[config.mk]
export PLATFORM = sky130hd
export DESIGN_NAME = cache_top
export DESIGN_NICKNAME = d
export VERILOG_FILES = /design/src/design/cache_pkg.sv /design/src/design/cache_data_store.sv /design/src/design/cache_pipeline.sv /design/src/design/cache_plru.sv /design/src/design/cache_tag_store.sv /design/src/design/cache_top.sv
export SDC_FILE = /design/constraint.sdc
export NUM_CORES = 2
export LEC_CHECK = 0
export ABC_AREA = 1
export BUFFER_PORTS_ARGS = -buffer_cell sky130_fd_sc_hd__buf_2
export CORE_AREA = 5 5 499 501
export CTS_BUF_LIST = sky130_fd_sc_hd__clkbuf_4
export DETAILED_ROUTE_END_ITERATION = 12
export DIE_AREA = 0 0 504 506
export GPL_TIMING_DRIVEN = 0
export PLACE_DENSITY = 0.53
export SLEW_MARGIN = 20
export SYNTH_ARGS = -nofsm -noshare
export SYNTH_HDL_FRONTEND = slang
export SYNTH_SLANG_ARGS = --single-unit
[constraint.sdc]
create_clock -name clk -period 15 [get_ports clk]
set_clock_uncertainty 0.05 [all_clocks]
set_input_delay 0.75 -clock clk [delete_from_list [all_inputs] [get_ports clk]]
set_output_delay 0.75 -clock clk [all_outputs]
set_load 0.01 [all_outputs]
[src/design/cache_pkg.sv]
package cache_pkg;

    // Address split for 8-byte lines and 8 sets
    localparam int ADDR_BITS   = 32;
    localparam int LINE_BITS   = 64;
    localparam int OFFSET_BITS = 3;
    localparam int INDEX_BITS  = 3;
    localparam int TAG_BITS    = ADDR_BITS - INDEX_BITS - OFFSET_BITS;

    typedef logic [ADDR_BITS-1:0]  addr_t;
    typedef logic [LINE_BITS-1:0]  line_t;
    typedef logic [TAG_BITS-1:0]   tag_t;
    typedef logic [INDEX_BITS-1:0] index_t;

    // Upstream request, wdata only matters on writes
    typedef struct packed {
        logic  write;
        addr_t addr;
        line_t wdata;
    } cache_req_t;

    // Downstream request, write set for a write-back
    typedef struct packed {
        logic  write;
        addr_t addr;
        line_t wdata;
    } mem_req_t;

    typedef enum logic [1:0] {
        MS_LOOKUP,
        MS_EVICT,
        MS_FILL
    } miss_state_e;

endpackage

[src/design/cache_data_store.sv]
`timescale 1ns/100ps

module cache_data_store #(
    parameter int s_way = 1,
    localparam int num_ways = 2**s_way
) (
    input  logic                clk,
    input  logic                read_en,
    input  cache_pkg::index_t   read_index,
    input  cache_pkg::index_t   write_index,
    input  logic [num_ways-1:0] way_write,
    input  cache_pkg::line_t    new_line,
    output cache_pkg::line_t    way_lines [num_ways]
);

    localparam int num_sets = 2**cache_pkg::INDEX_BITS;

    cache_pkg::line_t line_q [num_ways][num_sets];

    logic same_index;
    assign same_index = (read_index == write_index);

    always_ff @(posedge clk) begin
        for (int w = 0; w < num_ways; w++) begin
            if (way_write[w]) begin
                line_q[w][write_index] <= new_line;
            end
            // Forward the line being written when both hit one set
            if (read_en) begin
                if (way_write[w] && same_index) begin
                    way_lines[w] <= new_line;
                end else begin
                    way_lines[w] <= line_q[w][read_index];
                end
            end
        end
    end

endmodule

[src/design/cache_pipeline.sv]
`timescale 1ns/100ps

module cache_pipeline #(
    parameter int s_way = 1,
    localparam int num_ways = 2**s_way
) (
    input  logic                    clk,
    input  logic                    rst_n,

    // Upstream
    input  logic                    req_valid,
    input  cache_pkg::cache_req_t   req,
    output logic                    req_ready,
    output logic                    rsp_valid,
    output cache_pkg::line_t        rsp_rdata,
    input  logic                    rsp_ready,

    // Downstream
    output logic                    mem_req_valid,
    output cache_pkg::mem_req_t     mem_req,
    input  logic                    mem_req_ready,
    input  logic                    mem_rsp_valid,
    input  cache_pkg::line_t        mem_rsp_rdata,

    // Tag and data stores
    output logic                    read_en,
    output cache_pkg::index_t       read_index,
    output cache_pkg::index_t       write_index,
    output logic [num_ways-1:0]     way_write,
    output cache_pkg::tag_t         new_tag,
    output logic                    new_dirty,
    output cache_pkg::line_t        new_line,
    input  logic [num_ways-1:0]     hit_valid,
    input  logic [num_ways-1:0]     hit_dirty,
    input  cache_pkg::tag_t         way_tags [num_ways],
    input  cache_pkg::line_t        way_lines [num_ways],

    // Replacement
    output cache_pkg::index_t       plru_index,
    output logic                    plru_touch,
    output logic [s_way-1:0]        plru_way,
    input  logic [s_way-1:0]        victim_way
);

    localparam int OFS = cache_pkg::OFFSET_BITS;
    localparam int IDX = cache_pkg::INDEX_BITS;

    // Action stage
    logic                   act_valid;
    cache_pkg::cache_req_t  act_req;
    cache_pkg::miss_state_e state;
    logic                   mem_sent;

    cache_pkg::tag_t   act_tag;
    cache_pkg::index_t act_index;
    logic [num_ways-1:0] hits;
    logic [s_way-1:0]  hit_way;
    logic              hit;
    logic              victim_dirty;
    logic              accept;
    logic              rsp_fire;
    logic              miss_start;
    logic              fill_install;

    assign act_tag   = act_req.addr[cache_pkg::ADDR_BITS-1 -: cache_pkg::TAG_BITS];
    assign act_index = act_req.addr[OFS +: IDX];

    // Tag compare against the store outputs
    always_comb begin
        hit_way = '0;
        for (int w = 0; w < num_ways; w++) begin
            hits[w] = hit_valid[w] && (way_tags[w] == act_tag);
            if (hits[w]) begin
                hit_way = hit_way | s_way'(w);
            end
        end
    end

    assign hit          = |hits;
    assign victim_dirty = hit_valid[victim_way] && hit_dirty[victim_way];

    assign rsp_valid  = act_valid && (state == cache_pkg::MS_LOOKUP) && hit;
    assign rsp_rdata  = way_lines[hit_way];
    assign rsp_fire   = rsp_valid && rsp_ready;
    assign req_ready  = !act_valid || rsp_fire;
    assign accept     = req_valid && req_ready;
    assign miss_start = act_valid && (state == cache_pkg::MS_LOOKUP) && !hit;

    // Fill data lands on the response pulse of the fill request
    assign fill_install = (state == cache_pkg::MS_FILL) && mem_sent && mem_rsp_valid;

    // Re-read the filled set so the next cycle looks up as a hit
    assign read_en    = accept || fill_install;
    assign read_index = fill_install ? act_index : req.addr[OFS +: IDX];

    assign write_index = act_index;
    assign new_tag     = act_tag;
    assign new_dirty   = act_req.write;
    assign new_line    = (fill_install && !act_req.write) ? mem_rsp_rdata : act_req.wdata;

    always_comb begin
        way_write = '0;
        if (fill_install) begin
            way_write[victim_way] = 1'b1;
        end else if (rsp_fire && act_req.write) begin
            way_write = hits;
        end
    end

    // Every completed access updates the replacement tree
    assign plru_index = act_index;
    assign plru_touch = rsp_fire;
    assign plru_way   = hit_way;

    // Downstream request, built from held store outputs
    assign mem_req_valid = ((state == cache_pkg::MS_EVICT) ||
                            (state == cache_pkg::MS_FILL)) && !mem_sent;
    assign mem_req.write = (state == cache_pkg::MS_EVICT);
    assign mem_req.addr  = (state == cache_pkg::MS_EVICT)
                         ? {way_tags[victim_way], act_index, {OFS{1'b0}}}
                         : {act_tag, act_index, {OFS{1'b0}}};
    assign mem_req.wdata = way_lines[victim_way];

    always_ff @(posedge clk) begin
        if (!rst_n) begin
            act_valid <= 1'b0;
            state     <= cache_pkg::MS_LOOKUP;
            mem_sent  <= 1'b0;
        end else begin
            if (accept) begin
                act_valid <= 1'b1;
            end else if (rsp_fire) begin
                act_valid <= 1'b0;
            end

            case (state)
                cache_pkg::MS_LOOKUP: begin
                    if (miss_start) begin
                        state <= victim_dirty ? cache_pkg::MS_EVICT : cache_pkg::MS_FILL;
                    end
                end
                cache_pkg::MS_EVICT: begin
                    if (mem_sent && mem_rsp_valid) begin
                        state <= cache_pkg::MS_FILL;
                    end
                end
                cache_pkg::MS_FILL: begin
                    if (fill_install) begin
                        state <= cache_pkg::MS_LOOKUP;
                    end
                end
                default: state <= cache_pkg::MS_LOOKUP;
            endcase

            // One memory request outstanding at a time
            if (mem_req_valid && mem_req_ready) begin
                mem_sent <= 1'b1;
            end else if (mem_rsp_valid) begin
                mem_sent <= 1'b0;
            end
        end
    end

    always_ff @(posedge clk) begin
        if (accept) begin
            act_req <= req;
        end
    end

    // Stores never hold the same tag twice in one set
    assert property (@(posedge clk) disable iff (!rst_n)
        act_valid |-> $onehot0(hits));

    assert property (@(posedge clk) disable iff (!rst_n)
        (mem_req_valid && !mem_req_ready) |=> (mem_req_valid && $stable(mem_req)));

endmodule

[src/design/cache_plru.sv]
`timescale 1ns/100ps

module cache_plru #(
    parameter int s_way = 1,
    localparam int num_ways = 2**s_way
) (
    input  logic              clk,
    input  logic              rst_n,
    input  cache_pkg::index_t plru_index,
    input  logic              plru_touch,
    input  logic [s_way-1:0]  plru_way,
    output logic [s_way-1:0]  victim_way
);

    localparam int num_sets = 2**cache_pkg::INDEX_BITS;

    // Node n has children 2n+1 and 2n+2, a clear bit points left
    logic [num_ways-2:0] tree_q [num_sets];
    logic [num_ways-2:0] tree_cur;
    logic [num_ways-2:0] tree_next;

    assign tree_cur = tree_q[plru_index];

    // Walk down the tree to the least recently used leaf
    always_comb begin
        int node;
        node = 0;
        for (int lvl = 0; lvl < s_way; lvl++) begin
            victim_way[s_way-1-lvl] = tree_cur[node];
            node = 2*node + 1 + int'(tree_cur[node]);
        end
    end

    // Point every node on the touched path at the other half
    always_comb begin
        int node;
        logic dir;
        node      = 0;
        tree_next = tree_cur;
        for (int lvl = 0; lvl < s_way; lvl++) begin
            dir             = plru_way[s_way-1-lvl];
            tree_next[node] = ~dir;
            node            = 2*node + 1 + int'(dir);
        end
    end

    always_ff @(posedge clk) begin
        if (!rst_n) begin
            for (int s = 0; s < num_sets; s++) begin
                tree_q[s] <= '0;
            end
        end else if (plru_touch) begin
            tree_q[plru_index] <= tree_next;
        end
    end

    // A legal touched way never comes back as the victim of its own set
    assert property (@(posedge clk) disable iff (!rst_n)
        plru_touch |-> (int'(plru_way) < num_ways) ##1
            ((plru_index != $past(plru_index)) || (victim_way != $past(plru_way))));

endmodule

[src/design/cache_tag_store.sv]
`timescale 1ns/100ps

module cache_tag_store #(
    parameter int s_way = 1,
    localparam int num_ways = 2**s_way
) (
    input  logic                clk,
    input  logic                rst_n,
    input  logic                read_en,
    input  cache_pkg::index_t   read_index,
    input  cache_pkg::index_t   write_index,
    input  logic [num_ways-1:0] way_write,
    input  cache_pkg::tag_t     new_tag,
    input  logic                new_dirty,
    output logic [num_ways-1:0] hit_valid,
    output logic [num_ways-1:0] hit_dirty,
    output cache_pkg::tag_t     way_tags [num_ways]
);

    localparam int num_sets = 2**cache_pkg::INDEX_BITS;

    logic            valid_q [num_ways][num_sets];
    logic            dirty_q [num_ways][num_sets];
    cache_pkg::tag_t tag_q   [num_ways][num_sets];

    // Read of the set under write sees the new entry
    logic same_index;
    assign same_index = (read_index == write_index);

    // Valid bits and their registered read
    always_ff @(posedge clk) begin
        if (!rst_n) begin
            for (int w = 0; w < num_ways; w++) begin
                for (int s = 0; s < num_sets; s++) begin
                    valid_q[w][s] <= 1'b0;
                end
            end
            hit_valid <= '0;
        end else begin
            for (int w = 0; w < num_ways; w++) begin
                if (way_write[w]) begin
                    valid_q[w][write_index] <= 1'b1;
                end
                if (read_en) begin
                    hit_valid[w] <= (way_write[w] && same_index) ? 1'b1
                                                                 : valid_q[w][read_index];
                end
            end
        end
    end

    always_ff @(posedge clk) begin
        for (int w = 0; w < num_ways; w++) begin
            if (way_write[w]) begin
                dirty_q[w][write_index] <= new_dirty;
                tag_q[w][write_index]   <= new_tag;
            end
            if (read_en) begin
                if (way_write[w] && same_index) begin
                    hit_dirty[w] <= new_dirty;
                    way_tags[w]  <= new_tag;
                end else begin
                    hit_dirty[w] <= dirty_q[w][read_index];
                    way_tags[w]  <= tag_q[w][read_index];
                end
            end
        end
    end

endmodule

[src/design/cache_top.sv]
`timescale 1ns/100ps

module cache_top #(
    parameter int s_way = 1,
    localparam int num_ways = 2**s_way
) (
    input  logic                  clk,
    input  logic                  rst_n,
    input  logic                  req_valid,
    input  cache_pkg::cache_req_t req,
    output logic                  req_ready,
    output logic                  rsp_valid,
    output cache_pkg::line_t      rsp_rdata,
    input  logic                  rsp_ready,
    output logic                  mem_req_valid,
    output cache_pkg::mem_req_t   mem_req,
    input  logic                  mem_req_ready,
    input  logic                  mem_rsp_valid,
    input  cache_pkg::line_t      mem_rsp_rdata
);

    logic                read_en;
    cache_pkg::index_t   read_index;
    cache_pkg::index_t   write_index;
    logic [num_ways-1:0] way_write;
    cache_pkg::tag_t     new_tag;
    logic                new_dirty;
    cache_pkg::line_t    new_line;
    logic [num_ways-1:0] hit_valid;
    logic [num_ways-1:0] hit_dirty;
    cache_pkg::tag_t     way_tags [num_ways];
    cache_pkg::line_t    way_lines [num_ways];
    cache_pkg::index_t   plru_index;
    logic                plru_touch;
    logic [s_way-1:0]    plru_way;
    logic [s_way-1:0]    victim_way;

    cache_pipeline #(.s_way(s_way)) i_pipeline (
        .clk, .rst_n,
        .req_valid, .req, .req_ready,
        .rsp_valid, .rsp_rdata, .rsp_ready,
        .mem_req_valid, .mem_req, .mem_req_ready,
        .mem_rsp_valid, .mem_rsp_rdata,
        .read_en, .read_index, .write_index, .way_write,
        .new_tag, .new_dirty, .new_line,
        .hit_valid, .hit_dirty, .way_tags, .way_lines,
        .plru_index, .plru_touch, .plru_way, .victim_way
    );

    cache_tag_store #(.s_way(s_way)) i_tag_store (
        .clk, .rst_n,
        .read_en, .read_index, .write_index, .way_write,
        .new_tag, .new_dirty,
        .hit_valid, .hit_dirty, .way_tags
    );

    cache_data_store #(.s_way(s_way)) i_data_store (
        .clk,
        .read_en, .read_index, .write_index, .way_write,
        .new_line, .way_lines
    );

    cache_plru #(.s_way(s_way)) i_plru (
        .clk, .rst_n,
        .plru_index, .plru_touch, .plru_way, .victim_way
    );

endmodule

==> results.md <==
* Power Density at about 130 nW/um^2
* Floorplan die width at roughly 500 um
* Area share of fa/ha/maj cells after synthesis at 0.000516
* CP Max Fanout at 20
* Antenna violations before repair at 29
* Area fraction of the dominant cell type after synthesis at 0.715
* Average wire per cell in the routed design at approximately 23 um
* Post-synthesis register bit count at about 1800
* Area of the placeable core at roughly 240000 um^2
* Compound-cell area share of the yosys netlist at 0.126
* Class of the most critical hold timing path: in -> reg
* Clock network power share at 0.389
* Post-detailed-routing wire length at 245000 um
* Slew Limit Fails at 0
* Mapped Area at between 70000 and 80000 um^2
* Power spent charging and discharging nets at slightly below 3000 uW
* CTS Hold Bufs at ~240
* Cell type contributing the most total cell area after synthesis: edfxtp_1
* Num CTS Buffers at 473
* Number of detailed-routing iterations run before antenna repair at 6
* Number of global-route vias before repair at 51600
* Measured slew at the worst slew-check pin at 1.10 ns
* Post-synthesis mux area share at 0.0142
* Reported leakage power at about 0.031 uW
* CTS tree: done
* Vias per cell at 4.92
* Maximum buffer depth of the clock tree at 4
* Number of different library cells in the post-synthesis netlist at 40
* Run status: completed
* Final ANT Viol Nets at 0
* Sequential share of power at 0.504
* Most frequent cells in the layout: 1732 x edfxtp_1, 954 x o21ai_0, 743 x nor2_1
* Main combinational cell family by area after synthesis: compound AO/OA/AOI/OAI gates
* Tmin final at 6.34 ns
* Count of flip-flops with a built-in enable after synthesis at 1732
* Clock insertion delay at the later pin of the skew report at about 1.4 ns
* Async SR Flop Fraction at 0
* Worst path arrival time at between 5 and 6 ns
* Drt initial violations at slightly below 5000
* Initial Util at 0.298
* Height of the chip at approximately 500 um
* Worst slew margin at 0.266
* Path type of the worst setup path: reg -> out
* Peak clock frequency supported by timing at between 0.15 and 0.2 GHz
* Final cell count without fillers at around 11000
* Post-Synth XOR/XNOR Area at 0.00205
* Final total negative setup slack at 0 ns
* Startpoint type of the worst setup path: flip-flop
* Post-synthesis average cell area at between 10 and 15 um^2
* Weighted congestion reported at the end of routability-driven placement at roughly 0.9
* I/O pin count at between 300 and 400
* Overall global routing resource usage at 0.185
* Clock edge transition at the registers on the reported setup and hold paths at roughly 0.06 ns
* Half-perimeter wire length of the detailed placement result at about 170000 um
* Worst vdd rail ir drop at around 84 uV
* Max-cap viol count at 0
* Main area contributors after synthesis: edfxtp_1 72%, o21ai_0 6.6%, nor2_1 3.9%, nand2_1 3.1%, o21bai_1 1.9%
* Growth of design area from synthesis to finish at 22.3%
* CTS sink count at 1765
* Leftover overflow at the end of global routing at 0
* Share of layout cells above drive strength 1 at 0.182
* Port-buffer cells at ~320
* Sw Share at 0.262
* Count of buffers added by post-CTS timing repair for setup at 0
* Crit end category: output port
* Maximum number of pins on one net before global-route repair at 70
* Clock H-tree levels at 5
* Total internal power at around 8000 uW
* Total die area at approximately 260000 um^2
* Total number of vias at about 52000
* Commonest non-fill, non-tap cell in the layout: edfxtp_1
* Number of warnings issued by yosys at 0
* Basic-gate share of the synthesized area counting and, or, nand and nor cells at 0.0978
* Power share of the combinational group at 0.107
* Sequential area share after synthesis at 0.724
* DRC violation count after routing at 0
* Layout net count at ~7200
* Total count of hold-check failures in the final report at 0
* Placed instance count at 9508
* Global-route wire length before repair at approximately 350000 um
* Master cell of the clock root buffer: clkbuf_4
* Std cell rows at about 180
* Final setup violation count at 0
* Cell count after synthesis at ~5900
* Cells resized by post-CTS repair at 0
* Final Cycle Share at 0.423
* Primary FF master, synth: edfxtp_1
* Data required time at the worst endpoint at about 14 ns
* Setup repair after global routing missed its margin: no
[per-layer routing]
layer  wire, um  global-route usage
met3      19300              0.0416
met2     111000               0.288
met5         13                   0
met1     108000               0.257
met4       6250              0.0592
[final timing paths]
path / end / cells past startpoint / slack, ns / startpoint
worst max-delay path: rsp_rdata[56] / 16 / 8.66 / i_pipeline.new_tag[19]
worst min-delay path: i_pipeline.new_tag[16] / 2 / 0.14 / req[86]
worst max register to register: i_data_store.line_q[0][72] / 18 / 9.21 / i_pipeline.new_tag[19]
worst min register to register: i_tag_store.valid_q[0][3] / 2 / 0.42 / i_tag_store.valid_q[0][3]
[area by class of cell]
class	instances	area (um^2)
Buffer	402	1640
Tap cell	3220	4030
Antenna cell	14	35.0
Clock inverter	137	901
Fill cell	24000	155000
Inverter	249	947
Sequential cell	1765	52700
Multi-Input combinational cell	3465	17600
Clock buffer	683	5130
Timing Repair Buffer	650	5960
[cell families after synthesis]
| logic type | count (synthesis) |
|---|---|
| buffers and inverters | 651 |
| muxes | 92 |
| other | 1 |
| xor gates and xnor gates | 17 |
| DFF | 1765 |
| AOI/OAI and AO/OA | 1636 |
| adders and majority gates | 3 |
| and+or+nand+nor | 1714 |
[critical path, cell delays in order (launching register included)]
cell,delay (ns)
edfxtp_1,0.94
inv_1,0.28
nand2_1,0.19
nand2_1,0.06
inv_1,0.05
nand2_1,0.05
nor2_1,0.14
nand2_1,0.07
nor2_1,0.10
nand2_1,0.14
inv_1,0.10
clkbuf_4,0.56
clkbuf_2,0.37
buf_12,0.22
buf_2,0.35
a21oi_1,0.28
buf_2,0.22
[cell usage after synthesis (91+ instances only)]
master and number:
o22ai_1 198, inv_1 237, nor2_1 758, nand4_1 104, clkbuf_1 315, o21ai_0 954
o21a_1 91, nand2_1 592, o21ai_1 106, edfxtp_1 1732, o21bai_1 182, nand3_1 176
a21oi_1 95
[metrics by stage]
step	hold WS [ns]	area [um^2]	util	power (uW)	setup WS [ns]
6_report	0.144	88900	0.364	11100	8.66
5_1_grt	0.0378	88900	0.364	11600	8.18
4_1_cts	0.000745	88900	0.364	11300	8.26
3_5_place_dp	0.403	80400	0.329	6850	9.23
3_3_place_gp	0.386	78400	0.321	6840	2.70
2_1_floorplan	0.373	72700	-	6300	8.69
[registers in the layout, indices dropped and copies added (netlist names), 2 cells and up, named ones only]
name / flops
i_pipeline.new_tag: 26
i_plru.tree_q: 8
i_tag_store.hit_dirty: 2
i_tag_store.hit_valid: 2
i_data_store.line_q: 1024
i_tag_store.valid_q: 16
i_tag_store.way_tags: 52
i_tag_store.tag_q: 416
i_tag_store.dirty_q: 16
i_pipeline.act_req: 64
i_data_store.way_lines: 128
i_pipeline.state: 2
i_pipeline.plru_index: 3
[power groups by stage]
stage          registers, uW  logic (uW)  clock network [uW]
6_report                5610        1190                4330
5_1_grt                 5610        1300                4720
4_1_cts                 5610        1200                4450
3_5_place_dp            5710        1140                   0
3_3_place_gp            5730        1110                   0
2_1_floorplan           5690         613                   0
No activity file was read; power rests on OpenSTA's default activity.
